--- src/hdl/csr_pkg.sv ---
`default_nettype none

package csr_pkg;

    localparam int unsigned XLEN       = 32;
    localparam int unsigned CSR_ADDR_W = 12;

    // machine-mode csr addresses
    localparam logic [CSR_ADDR_W-1:0] ADDR_MSTATUS  = 12'h300;
    localparam logic [CSR_ADDR_W-1:0] ADDR_MIE      = 12'h304;
    localparam logic [CSR_ADDR_W-1:0] ADDR_MTVEC    = 12'h305;
    localparam logic [CSR_ADDR_W-1:0] ADDR_MSCRATCH = 12'h340;
    localparam logic [CSR_ADDR_W-1:0] ADDR_MEPC     = 12'h341;
    localparam logic [CSR_ADDR_W-1:0] ADDR_MCAUSE   = 12'h342;
    localparam logic [CSR_ADDR_W-1:0] ADDR_MTVAL    = 12'h343;
    localparam logic [CSR_ADDR_W-1:0] ADDR_MIP      = 12'h344;

    // writable bits per register
    localparam logic [XLEN-1:0] MASK_MSTATUS = 32'h0000_1888; // mie, mpie, mpp
    localparam logic [XLEN-1:0] MASK_MIE     = 32'h0000_0888; // msie, mtie, meie
    localparam logic [XLEN-1:0] MASK_MIP     = 32'h0000_0000; // lines only
    localparam logic [XLEN-1:0] MASK_MTVEC   = 32'hFFFF_FFFC; // direct mode only
    localparam logic [XLEN-1:0] MASK_MEPC    = 32'hFFFF_FFFC;
    localparam logic [XLEN-1:0] MASK_FULL    = 32'hFFFF_FFFF;

    // mstatus fields
    localparam int unsigned BIT_MIE    = 3;
    localparam int unsigned BIT_MPIE   = 7;
    localparam int unsigned BIT_MPP_LO = 11; // mpp is two bits wide

    // mip / mie fields, also the interrupt cause codes
    localparam int unsigned BIT_MSIP = 3;
    localparam int unsigned BIT_MTIP = 7;
    localparam int unsigned BIT_MEIP = 11;

    typedef enum logic [1:0] {
        PRIV_U = 2'b00,
        PRIV_M = 2'b11
    } priv_t;

endpackage

`default_nettype wire

--- src/hdl/trap_pkg.sv ---
`default_nettype none

package trap_pkg;

    // synchronous exception codes
    localparam logic [3:0] CAUSE_MISALIGNED_PC = 4'd0;
    localparam logic [3:0] CAUSE_ACCESS_FAULT  = 4'd1;
    localparam logic [3:0] CAUSE_ILLEGAL_INST  = 4'd2;
    localparam logic [3:0] CAUSE_BREAKPOINT    = 4'd3;
    localparam logic [3:0] CAUSE_ECALL_U       = 4'd8;
    localparam logic [3:0] CAUSE_ECALL_M       = 4'd11;

    // trap_id value when the core reports nothing
    localparam logic [4:0] CAUSE_NONE = 5'h1F;

    typedef enum logic [1:0] {
        EV_TRAP = 2'd0,
        EV_MRET = 2'd1
    } event_kind_t;

    // arbiter to register stage
    typedef struct packed {
        logic                      valid;
        event_kind_t               kind;
        logic                      is_interrupt;
        logic [3:0]                code;
        logic [csr_pkg::XLEN-1:0]  tval;
        logic [csr_pkg::XLEN-1:0]  epc;
    } trap_req_t;

    // one-cycle jump request to the fetch stage
    typedef struct packed {
        logic                      valid;
        logic [csr_pkg::XLEN-1:0]  pc;
    } redirect_t;

endpackage

`default_nettype wire

--- src/hdl/trap_arbiter.sv ---
`timescale 1ns/1ps
`default_nettype none

module trap_arbiter (
    input  logic                       clk,
    input  logic                       rst,
    input  logic [csr_pkg::XLEN-1:0]   trap_pc,
    input  logic [csr_pkg::XLEN-1:0]   faulting_inst,
    input  logic [4:0]                 trap_id,
    input  logic                       ecall,
    input  logic                       mret,
    input  logic [11:0]                irq_pending,
    input  csr_pkg::priv_t             cur_priv,
    output trap_pkg::trap_req_t        trap_req
);

    trap_pkg::trap_req_t req_n;
    logic [3:0]          exc_code;
    logic [3:0]          irq_code;
    logic                irq_any;
    logic                irq_ok;

    assign exc_code = trap_id[3:0];

    // a trap already in flight will clear mie next edge, so hold off
    assign irq_ok = !(trap_req.valid && trap_req.kind == trap_pkg::EV_TRAP);

    always_comb begin
        irq_any  = 1'b1;
        irq_code = 4'd0;
        if (irq_pending[csr_pkg::BIT_MSIP])
            irq_code = 4'(csr_pkg::BIT_MSIP);
        else if (irq_pending[csr_pkg::BIT_MTIP])
            irq_code = 4'(csr_pkg::BIT_MTIP);
        else if (irq_pending[csr_pkg::BIT_MEIP])
            irq_code = 4'(csr_pkg::BIT_MEIP);
        else
            irq_any = 1'b0;
    end

    always_comb begin
        req_n      = '0;
        req_n.kind = trap_pkg::EV_TRAP;
        req_n.epc  = trap_pc;
        if (ecall) begin
            req_n.valid = 1'b1;
            req_n.code  = (cur_priv == csr_pkg::PRIV_U) ? trap_pkg::CAUSE_ECALL_U
                                                        : trap_pkg::CAUSE_ECALL_M;
        end else if (trap_id != trap_pkg::CAUSE_NONE) begin
            req_n.valid = 1'b1;
            req_n.code  = exc_code;
            case (exc_code)
                trap_pkg::CAUSE_MISALIGNED_PC,
                trap_pkg::CAUSE_ACCESS_FAULT,
                trap_pkg::CAUSE_BREAKPOINT:   req_n.tval = trap_pc;
                trap_pkg::CAUSE_ILLEGAL_INST: req_n.tval = faulting_inst; // raw bits
                default:                      req_n.tval = '0;
            endcase
        end else if (irq_ok && irq_any) begin
            req_n.valid        = 1'b1;
            req_n.is_interrupt = 1'b1;
            req_n.code         = irq_code;
        end else if (mret) begin
            req_n.valid = 1'b1;
            req_n.kind  = trap_pkg::EV_MRET;
        end
    end

    always_ff @(posedge clk) begin
        if (rst)
            trap_req <= '0;
        else
            trap_req <= req_n;
    end

endmodule

`default_nettype wire

--- src/hdl/csr_regs.sv ---
`timescale 1ns/1ps
`default_nettype none

module csr_regs (
    input  logic                             clk,
    input  logic                             rst,
    input  logic                             csr_ren,
    input  logic                             csr_wen,
    input  logic [csr_pkg::CSR_ADDR_W-1:0]   csr_raddr,
    input  logic [csr_pkg::CSR_ADDR_W-1:0]   csr_waddr,
    input  logic [csr_pkg::XLEN-1:0]         csr_wdata,
    input  logic                             msip,
    input  logic                             mtip,
    input  logic                             meip,
    input  trap_pkg::trap_req_t              trap_req,
    output logic [csr_pkg::XLEN-1:0]         csr_rdata,
    output logic [11:0]                      irq_pending,
    output csr_pkg::priv_t                   cur_priv,
    output logic [csr_pkg::XLEN-1:0]         mstatus_o,
    output trap_pkg::redirect_t              redirect
);

    logic [csr_pkg::XLEN-1:0] mstatus_r, mie_r, mip_r, mtvec_r;
    logic [csr_pkg::XLEN-1:0] mscratch_r, mepc_r, mcause_r, mtval_r;
    logic [csr_pkg::XLEN-1:0] mstatus_n, mie_n, mip_n, mtvec_n;
    logic [csr_pkg::XLEN-1:0] mscratch_n, mepc_n, mcause_n, mtval_n;
    logic [csr_pkg::XLEN-1:0] mip_lines;
    csr_pkg::priv_t           priv_r, priv_n;
    logic [1:0]               mpp;
    logic                     take_trap;
    logic                     take_mret;

    function automatic logic [csr_pkg::XLEN-1:0] merge(
        input logic [csr_pkg::XLEN-1:0] old_v,
        input logic [csr_pkg::XLEN-1:0] wr_v,
        input logic [csr_pkg::XLEN-1:0] mask
    );
        merge = (old_v & ~mask) | (wr_v & mask);
    endfunction

    assign take_trap = trap_req.valid && trap_req.kind == trap_pkg::EV_TRAP;
    assign take_mret = trap_req.valid && trap_req.kind == trap_pkg::EV_MRET;
    assign mpp       = mstatus_r[csr_pkg::BIT_MPP_LO +: 2];

    assign irq_pending = mstatus_r[csr_pkg::BIT_MIE] ? (mip_r[11:0] & mie_r[11:0]) : 12'd0;
    assign cur_priv    = priv_r;
    assign mstatus_o   = mstatus_r;

    always_comb begin
        csr_rdata = '0;
        if (csr_ren) begin
            case (csr_raddr)
                csr_pkg::ADDR_MSTATUS:  csr_rdata = mstatus_r;
                csr_pkg::ADDR_MIE:      csr_rdata = mie_r;
                csr_pkg::ADDR_MIP:      csr_rdata = mip_r;
                csr_pkg::ADDR_MTVEC:    csr_rdata = mtvec_r;
                csr_pkg::ADDR_MSCRATCH: csr_rdata = mscratch_r;
                csr_pkg::ADDR_MEPC:     csr_rdata = mepc_r;
                csr_pkg::ADDR_MCAUSE:   csr_rdata = mcause_r;
                csr_pkg::ADDR_MTVAL:    csr_rdata = mtval_r;
                default:                csr_rdata = '0; // unimplemented reads zero
            endcase
        end
    end

    always_comb begin
        mip_lines                    = '0;
        mip_lines[csr_pkg::BIT_MSIP] = msip;
        mip_lines[csr_pkg::BIT_MTIP] = mtip;
        mip_lines[csr_pkg::BIT_MEIP] = meip;

        mstatus_n  = mstatus_r;
        mie_n      = mie_r;
        mip_n      = mip_lines; // pending bits follow the lines
        mtvec_n    = mtvec_r;
        mscratch_n = mscratch_r;
        mepc_n     = mepc_r;
        mcause_n   = mcause_r;
        mtval_n    = mtval_r;
        priv_n     = priv_r;

        if (csr_wen) begin
            case (csr_waddr)
                csr_pkg::ADDR_MSTATUS:
                    mstatus_n = merge(mstatus_r, csr_wdata, csr_pkg::MASK_MSTATUS);
                csr_pkg::ADDR_MIE:
                    mie_n = merge(mie_r, csr_wdata, csr_pkg::MASK_MIE);
                csr_pkg::ADDR_MIP:
                    mip_n = merge(mip_lines, csr_wdata, csr_pkg::MASK_MIP);
                csr_pkg::ADDR_MTVEC:
                    mtvec_n = merge(mtvec_r, csr_wdata, csr_pkg::MASK_MTVEC);
                csr_pkg::ADDR_MSCRATCH:
                    mscratch_n = merge(mscratch_r, csr_wdata, csr_pkg::MASK_FULL);
                csr_pkg::ADDR_MEPC:
                    mepc_n = merge(mepc_r, csr_wdata, csr_pkg::MASK_MEPC);
                csr_pkg::ADDR_MCAUSE:
                    mcause_n = merge(mcause_r, csr_wdata, csr_pkg::MASK_FULL);
                csr_pkg::ADDR_MTVAL:
                    mtval_n = merge(mtval_r, csr_wdata, csr_pkg::MASK_FULL);
                default: ;
            endcase
        end

        // commit overrides a same-cycle write on the fields it touches
        if (take_trap) begin
            mepc_n   = trap_req.epc & csr_pkg::MASK_MEPC;
            mcause_n = {trap_req.is_interrupt, {(csr_pkg::XLEN-5){1'b0}}, trap_req.code};
            mtval_n  = trap_req.tval;
            mstatus_n[csr_pkg::BIT_MPIE]        = mstatus_r[csr_pkg::BIT_MIE];
            mstatus_n[csr_pkg::BIT_MPP_LO +: 2] = priv_r;
            mstatus_n[csr_pkg::BIT_MIE]         = 1'b0;
            priv_n   = csr_pkg::PRIV_M;
        end else if (take_mret) begin
            priv_n = (mpp == csr_pkg::PRIV_M) ? csr_pkg::PRIV_M : csr_pkg::PRIV_U;
            mstatus_n[csr_pkg::BIT_MIE]         = mstatus_r[csr_pkg::BIT_MPIE];
            mstatus_n[csr_pkg::BIT_MPIE]        = 1'b1;
            mstatus_n[csr_pkg::BIT_MPP_LO +: 2] = csr_pkg::PRIV_U;
        end
    end

    always_ff @(posedge clk) begin
        if (rst) begin
            mstatus_r  <= '0;
            mie_r      <= '0;
            mip_r      <= '0;
            mtvec_r    <= '0;
            mscratch_r <= '0;
            mepc_r     <= '0;
            mcause_r   <= '0;
            mtval_r    <= '0;
            priv_r     <= csr_pkg::PRIV_M; // boot in machine mode
            redirect   <= '0;
        end else begin
            mstatus_r      <= mstatus_n;
            mie_r          <= mie_n;
            mip_r          <= mip_n;
            mtvec_r        <= mtvec_n;
            mscratch_r     <= mscratch_n;
            mepc_r         <= mepc_n;
            mcause_r       <= mcause_n;
            mtval_r        <= mtval_n;
            priv_r         <= priv_n;
            redirect.valid <= take_trap || take_mret;
            redirect.pc    <= take_mret ? mepc_r : mtvec_r; // pre-write values
        end
    end

endmodule

`default_nettype wire

--- src/hdl/csr_unit.sv ---
`timescale 1ns/1ps
`default_nettype none

module csr_unit (
    input  logic                             clk,
    input  logic                             rst,
    input  logic                             csr_ren,
    input  logic [csr_pkg::CSR_ADDR_W-1:0]   csr_raddr,
    output logic [csr_pkg::XLEN-1:0]         csr_rdata,
    input  logic                             csr_wen,
    input  logic [csr_pkg::CSR_ADDR_W-1:0]   csr_waddr,
    input  logic [csr_pkg::XLEN-1:0]         csr_wdata,
    input  logic [csr_pkg::XLEN-1:0]         trap_pc,
    input  logic [4:0]                       trap_id,
    input  logic [csr_pkg::XLEN-1:0]         faulting_inst,
    input  logic                             ecall,
    input  logic                             mret,
    input  logic                             msip,
    input  logic                             mtip,
    input  logic                             meip,
    output trap_pkg::redirect_t              redirect,
    output csr_pkg::priv_t                   priv,
    output logic [csr_pkg::XLEN-1:0]         mstatus
);

    trap_pkg::trap_req_t trap_req;    // stage 1 to stage 2
    logic [11:0]         irq_pending; // enabled and globally unmasked
    csr_pkg::priv_t      cur_priv;

    assign priv = cur_priv;

    trap_arbiter u_arbiter (
        .clk           (clk),
        .rst           (rst),
        .trap_pc       (trap_pc),
        .faulting_inst (faulting_inst),
        .trap_id       (trap_id),
        .ecall         (ecall),
        .mret          (mret),
        .irq_pending   (irq_pending),
        .cur_priv      (cur_priv),
        .trap_req      (trap_req)
    );

    csr_regs u_regs (
        .clk         (clk),
        .rst         (rst),
        .csr_ren     (csr_ren),
        .csr_wen     (csr_wen),
        .csr_raddr   (csr_raddr),
        .csr_waddr   (csr_waddr),
        .csr_wdata   (csr_wdata),
        .msip        (msip),
        .mtip        (mtip),
        .meip        (meip),
        .trap_req    (trap_req),
        .csr_rdata   (csr_rdata),
        .irq_pending (irq_pending),
        .cur_priv    (cur_priv),
        .mstatus_o   (mstatus),
        .redirect    (redirect)
    );

endmodule

`default_nettype wire

--- config.mk ---
export PLATFORM = sky130hd
export DESIGN_NAME = csr_unit
export DESIGN_NICKNAME = d
export VERILOG_FILES = /design/src/hdl/csr_pkg.sv /design/src/hdl/trap_pkg.sv /design/src/hdl/trap_arbiter.sv /design/src/hdl/csr_regs.sv /design/src/hdl/csr_unit.sv
export SDC_FILE = /design/constraint.sdc
export NUM_CORES = 1
export LEC_CHECK = 0
export BUFFER_PORTS_ARGS = -buffer_cell sky130_fd_sc_hd__buf_4
export CORE_MARGIN = 2
export CORE_UTILIZATION = 50
export DETAILED_ROUTE_END_ITERATION = 12
export PLACE_DENSITY = 0.73
export REMOVE_ABC_BUFFERS = 1
export SLEW_MARGIN = 20
export SYNTH_ARGS = -nofsm -noshare
export SYNTH_HDL_FRONTEND = slang
export SYNTH_SLANG_ARGS = --single-unit
--- constraint.sdc ---
create_clock -name clk -period 1.7 [get_ports clk]
set_clock_uncertainty 0.2 [all_clocks]
set_input_delay 0.17 -clock clk [delete_from_list [all_inputs] [get_ports clk]]
set_output_delay 0.17 -clock clk [all_outputs]
set_load 0.03 [all_outputs]
==> run metrics, run 1 <==
# DRC 0; Hold Path Depth 5; chip width ~160 um; Worst Path Required 1330 ps; CP Capture Type primary output; initial detailed-routing violation count roughly 1.3k; worst-case clock buffer depth 3; status complete, but fails checks; first-pass GRT wire length between 60,000 and 70,000 um; Startpoint Class primary input; Mean Syn Cell Area ~8.4 sq um; final hold viol count 0; # rows 56; top cell type's share of synthesized area 0.4482; vias per inst slightly below 6; worst path arrival time between 1500 and 2000 ps; Post-synth EDFFs 0; routability cong. 0.8884; Clk Latency, worst-skew pair between 500 and 600 ps; initial antenna violation count 1; Cells after Synth around 1.4k; sequential power share 0.435; leakage 7.048 nW; Comb power frac 0.124; Hold Slack approximately 23 ps; WL/cell 21.54 um; commonest non-fill, non-tap cell in the layout nand2_1; Mapped Area roughly 12,000 sq um; Yosys top cell by area dfxtp_1; Initial Util 0.5081; largest net degree at the start of global routing 39; Clock Power Share 0.441; final setup fails 36; Synth warnings 0; antenna viol nets, final 0; share of layout cells above drive strength 1 0.3222; P_sw around 3.7 mW; Fmax 480.8 MHz; final worst-path cycle share 1.223; Synth async-reset ratio 0; RSZ-0062 raised after global routing yes; Netlist cell types 47; Setup WS pre-CTS -464.8 ps; Reg2Reg Depth 6; worst reg-to-reg setup slack -90 ps; Max-cap violations 0; NumNets Final slightly below 2k; via count 12.66k; crit path time final around 2100 ps; critical path class in2out; total gr overflow 0; Power, Total around 15 mW; largest cells by area after synthesis dfxtp_1 (45%), nand2_1 (8.7%), a21oi_1 (6.5%); CTS H-tree depth 1; CTS tree yes; DP HPWL roughly 25,000 um; clk slew on worst S/H paths approximately 60 ps; io pins 233; Inserted Clock Buffers 28; Power Dens Cells just over 800 nW/um^2; Max VDD drop just under 900 uV; slack of the critical path -379.7 ps; DRT Wirelength between 40,000 and 50,000 um; Core ar. 23,470 sq um; internal power approximately 11 mW; die height around 160 um; vias in the first global route 12.16k; hold crit path type in2reg; DRT Pass-1 Iters 6; register area share after synthesis 0.4482; Die Footprint roughly 25,000 sq um; number of port buffers 202; crit-path max FO 7; failing checks setup timing; clk sinks 267; dominant synthesized flop cell dfxtp_1; CTS Root Cell clkbuf_16; Area Overhead vs Synth 52.64%; Max Slew Vio Count 0; most frequent cells in the layout nand2_1 (262), dfxtp_1 (256), buf_4 (244), nor2_1 (156), dlygate4sd3_1 (133); overall global routing resource usage 0.3417; number of synthesized register bits ~270; Switching Share 0.2464
[synth_stat cells (2+ instances only)]
library cell / n
nand2_1: 277
dfxtp_1: 267
nor2_1: 167
a21oi_1: 154
clkbuf_1: 89
mux2i_1: 63
nor3_1: 46
nor2b_1: 37
mux2_2: 35
a211oi_1: 33
a22oi_1: 33
buf_4: 31
nor4b_1: 29
o21ai_0: 29
a2111oi_2: 28
buf_2: 17
buf_1: 12
a2111oi_0: 10
nand2b_1: 6
nand4_1: 6
and4_1: 5
a22o_1: 4
inv_1: 4
nand3_1: 4
nand4b_1: 4
nor4bb_1: 4
and2_1: 3
buf_6: 3
o22ai_1: 3
a31oi_1: 2
and3_1: 2
nand3b_1: 2
nor3b_1: 2
o2bb2ai_1: 2
or4b_1: 2
[worst paths after layout]
kind	start	end
max reg2reg	u_arbiter.trap_req[69]$_SDFF_PP0_	u_arbiter.trap_req[66]$_SDFF_PP0_
max	csr_raddr[11]	csr_rdata[11]
min	trap_id[3]	u_arbiter.trap_req[63]$_SDFF_PP0_
min reg2reg	u_regs.mcause_r[13]$_SDFFE_PP0P_	u_regs.mcause_r[13]$_SDFFE_PP0P_
[power groups by stage]
stage | combinational, mW | sequential, mW | clock, mW
2_1_floorplan | 0.595 | 6.64 | 0
3_3_place_gp | 1.37 | 6.64 | 0
3_5_place_dp | 1.39 | 6.65 | 0
4_1_cts | 1.70 | 6.51 | 6.56
5_1_grt | 1.95 | 6.53 | 6.85
6_report | 1.86 | 6.52 | 6.60
[stage by stage]
stage | util | area, sq um | std cells | TNS, ps
floorplan | - | 11300 | 1304 | -267320
global placement | 0.6164 | 14470 | 1937 | -33480
detailed placement | 0.6164 | 14470 | 1937 | -36090
CTS | 0.7495 | 17590 | 2128 | -8311
global route | 0.7756 | 18210 | 2139 | -11510
finish | 0.7756 | 18210 | 2139 | -10530
[worst max-delay path: stages]
cell and delay, ps:
buf_6 90, nor4bb_1 270, buf_4 180, and2_4 190, o2111ai_4 130, buf_12 190
buf_4 140, a21oi_2 170, buf_6 160
[cells by family after synthesis]
kind of cell,Yosys count,synth area share
AO/OA/AOI/OAI,300,0.1694
buffers and inverters,156,0.06252
flip-flops,267,0.4482
multiplexers,99,0.08781
other,1,0.0003144
AND/OR/NAND/NOR,604,0.2317
[final cells by class]
type | count | area [sq um]
inverter | 4 | 15.01
tap | 319 | 399.1
timing repair buffer | 466 | 4549
sequential | 267 | 5361
fill | 1435 | 5268
antenna | 1 | 2.502
clock inverter | 11 | 198.9
multi-input combinational | 1034 | 6894
clock buffer | 37 | 784.5
[routing by layer]
metal  part of all wire  GRT usage  vias up
li1                   -          -     5652
met1               0.38     0.4209     6082
met2               0.49     0.5836      741
met3              0.077    0.05308      182
met4              0.053     0.1677        0
met5                  0          0        -
[what timing repair did]
action | in CTS | in global routing
resized for setup | 195 | 96
setup buffers | 5 | 6
hold endpoints to repair | 245 | 0
hold buffers | 136 | 0
pin swaps | 16 | 17
cloned | 3 | 4
endpoints found under the setup margin | 35 | 51
[sequential cells by signal, indices dropped and copies added, names as in the netlist, 4 cells and up]
| signal | count |
|---|---|
| u_arbiter.trap_req | 69 |
| u_regs.mcause_r | 32 |
| u_regs.mepc_r | 30 |
| u_regs.mscratch_r | 32 |
| u_regs.mstatus_o | 4 |
| u_regs.mtval_r | 32 |
| u_regs.mtvec_r | 30 |
| u_regs.redirect | 31 |
No activity file was read; power rests on OpenSTA's default activity.
==> run 2, diff against run 1 <==
Settings changed: ABC_AREA from default to 1.
==> run metrics, run 2 <==
status complete, but fails checks (unchanged); failing checks setup timing (unchanged); Startpoint Class primary input (unchanged); overall global routing resource usage 0.3373 (was 0.3417); post-synthesis mux area share 0 (was 0.08781); commonest non-fill, non-tap cell in the layout dfxtp_1 (was nand2_1); utilization after layout 0.7652 (was 0.7756); Clk Latency, worst-skew pair 540 ps (was 550 ps); Netlist cell types 28 (was 47); initial antenna violation count 1 (unchanged); final setup fails 32 (was 36); CTS tree yes (unchanged); CTS Root Cell clkbuf_16 (unchanged); register area share after synthesis 0.4419 (was 0.4482); share of layout cells above drive strength 1 0.2516 (was 0.3222); final hold viol count 0 (unchanged); Synth Area in Simple Gates 0.2858 (was 0.2317); Switching Share 0.2473 (was 0.2464); Area Overhead vs Synth 49.36% (was 52.64%); Synth warnings 0 (unchanged); slack of the critical path -281.6 ps (was -379.7 ps); leakage 8.130 nW (was 7.048 nW); largest family of logic cells by synthesized area simple AND/OR/NAND/NOR gates (unchanged); io pins 233 (unchanged); routability cong. 0.8743 (was 0.8884); clk slew on worst S/H paths 60 ps (about the same); vias in the first global route 13.31k (was 12.16k); DRT Pass-1 Iters 8 (was 6); count leader, synth nand2_1 (unchanged); placed cells 2,251 (was 1,937); first-pass GRT wire length 69,130 um (was 66,500 um); Die Footprint 25,450 sq um (was 25,100 sq um); met1 GRT Util 0.4101 (was 0.4209); sequential power share 0.451 (was 0.435); via count 14.11k (was 12.66k); crit path time final 1982 ps (was 2080 ps); Mapped Area 12,100 sq um (was 11,930 sq um); Largest Register u_arbiter.trap_req (unchanged); final worst-path cycle share 1.166 (was 1.223); Core ar. 23,610 sq um (was 23,470 sq um); NumNets Final 2,256 (was 1,935); most frequent cells in the layout dfxtp_1 (254), nand2_1 (243), buf_4 (228), nand3_1 (225), nor2_1 (211) (was nand2_1 (262), dfxtp_1 (256), buf_4 (244), nor2_1 (156), dlygate4sd3_1 (133)); Synth Area in Compound Gates 0.1501 (was 0.1694); WL/cell 19.90 um (was 21.54 um); # DRC 0 (unchanged); hold crit path type in2reg (unchanged); Fin Setup TNS -7314 ps (was -10,530 ps); dominant synthesized flop cell dfxtp_1 (unchanged); GRT busiest layer met2 (unchanged); largest net degree at the start of global routing 70 (was 39); Yosys top cell by area dfxtp_1 (unchanged); Power Dens Cells 789.6 nW/um^2 (was 822.8 nW/um^2); Max VDD drop 717.1 uV (was 888.8 uV); Fmax 504.7 MHz (was 480.8 MHz); DP HPWL 26,420 um (was 25,370 um); Max Slew Vio Count 0 (unchanged); Reg2Reg Depth 8 (was 6); initial detailed-routing violation count 1,676 (was 1,250); post-synthesis xor/xnor area fraction 0 (unchanged); met2 usage 0.5832 (was 0.5836); Max-cap violations 0 (unchanged); Hold Slack 86.22 ps (was 22.52 ps); Initial Util 0.5123 (was 0.5081); DRT Wirelength 49,020 um (was 46,070 um); worst-case clock buffer depth 3 (unchanged); die height 159.5 um (was 158.4 um); total gr overflow 0 (unchanged); Comb power frac 0.113 (was 0.124); number of synthesized register bits 267 (unchanged); Clock Power Share 0.436 (was 0.441); number of port buffers 202 (unchanged); top post-synthesis cells by count nand2_1 (276), dfxtp_1 (267), nor2_1 (254), nand3_1 (242), inv_1 (172) (was nand2_1 (277), dfxtp_1 (267), nor2_1 (167), a21oi_1 (154), clkbuf_1 (89)); CP Capture Type primary output (unchanged); top cell type's share of synthesized area 0.4419 (was 0.4482); Cells after Synth 1,758 (was 1,427); Worst Path Required 1330 ps (about the same); Mean Syn Cell Area 6.881 sq um (was 8.358 sq um); number of non-filler instances in the completed layout 2,463 (was 2,139); Post-synth EDFFs 0 (unchanged); Finished Cell Area 18,070 sq um (was 18,210 sq um); crit-path max FO 7 (unchanged); largest cells by area after synthesis dfxtp_1 (44%), nand3_1 (10%), nand2_1 (8.6%) (was dfxtp_1 (45%), nand2_1 (8.7%), a21oi_1 (6.5%)); Post-Synth Adder-Cell Area 0 (unchanged); Placed Area 14,540 sq um (was 14,470 sq um); Synth async-reset ratio 0 (unchanged); antenna viol nets, final 0 (unchanged); CTS H-tree depth 1 (unchanged); Inserted Clock Buffers 28 (unchanged); worst path arrival time 1610 ps (was 1710 ps); # rows 56 (unchanged); critical path class in2out (unchanged); chip width 159.5 um (was 158.4 um); max reg flops 69 (unchanged); P_sw 3.527 mW (was 3.691 mW); Hold Path Depth 7 (was 5); met3 GRT Util 0.05314 (was 0.05308); clk sinks 267 (unchanged); RSZ-0062 raised after global routing yes (unchanged); vias per inst 5.730 (was 5.917); internal power 10.74 mW (was 11.29 mW)
-- run 2: changes by cell type in the layout (fill, tap and decap cells not counted), sizes merged, moves of 38 or more --
| cell | change |
|---|---|
| nand3 | +240 |
| inv | +178 |
| o21ai | +163 |
| nor2 | +105 |
| mux2i | -63 |
| nor3 | -44 |
| a2111oi | -38 |
-- run 2: final cells by class --
class,instances,area [sq um]
antenna,2,5.005
clock buffer,44,872.1
clock inverter,6,58.81
fill,1565,5545
inverter,182,690.7
multi-input combinational,1190,5981
sequential,267,5366
tap,319,399.1
timing repair buffer,453,4695
-- run 2: path summary, 6_finish.rpt --
check / from / to / slack, ps
worst min register to register: u_regs.mscratch_r[18]$_SDFFE_PP0P_ / u_regs.mscratch_r[18]$_SDFFE_PP0P_ / 250
worst max-delay path: csr_raddr[9] / csr_rdata[18] / -280
worst max register to register: u_arbiter.trap_req[71]$_SDFF_PP0_ / u_regs.mstatus_o[3]$_SDFFE_PP0P_ / 70
worst min-delay path: csr_waddr[4] / u_regs.mstatus_o[3]$_SDFFE_PP0P_ / 90
-- run 2: cell families (layout without fill, tap and decap cells) --
logic type	Yosys count	count (layout)
buffers and inverters	330	685
AND/OR/NAND/NOR	806	806
other	1	32
flip-flops	267	267
AO/OA/AOI/OAI	354	354
-- run 2: routing by layer --
metal | wire [um] | vias up | part of all wire
li1 | - | 6359 | -
met1 | 17260 | 6448 | 0.35
met2 | 23270 | 1056 | 0.47
met3 | 5680 | 249 | 0.12
met4 | 2807 | 0 | 0.057
met5 | 0 | - | 0
-- run 2: power groups by stage --
stage / Combinational, mW / Sequential [mW] / Clock [mW]
after detailed placement: 1.19 / 6.57 / 0
after global placement: 1.18 / 6.57 / 0
after global routing: 1.70 / 6.44 / 6.45
after floorplan: 0.517 / 6.57 / 0
final: 1.61 / 6.44 / 6.22
after CTS: 1.47 / 6.43 / 6.19
-- run 2: through the flow --
step                worst slack [ps]  power, mW
floorplan                      -3935      7.087
global placement              -335.3      7.743
detailed placement            -332.6      7.763
CTS                           -205.4      14.09
global route                  -346.4      14.60
finish                        -281.6      14.27
-- run 2: worst max-delay path, stage by stage --
cell,delay [ps]
buf_4,110
nand2_2,100
inv_2,50
nand2_4,100
nor2_4,50
buf_12,150
buf_12,130
clkbuf_16,150
nand3_1,70
nand3_1,110
nor2_1,230
nor2_4,50
buf_6,140
-- run 2: what timing repair did --
action,CTS,global route
hold buffers,122,0
cloned,4,11
setup buffers,19,9
gates resized for setup,136,117
pin swaps,32,33
hold endpoints to repair,221,0
setup endpoints to repair,34,166
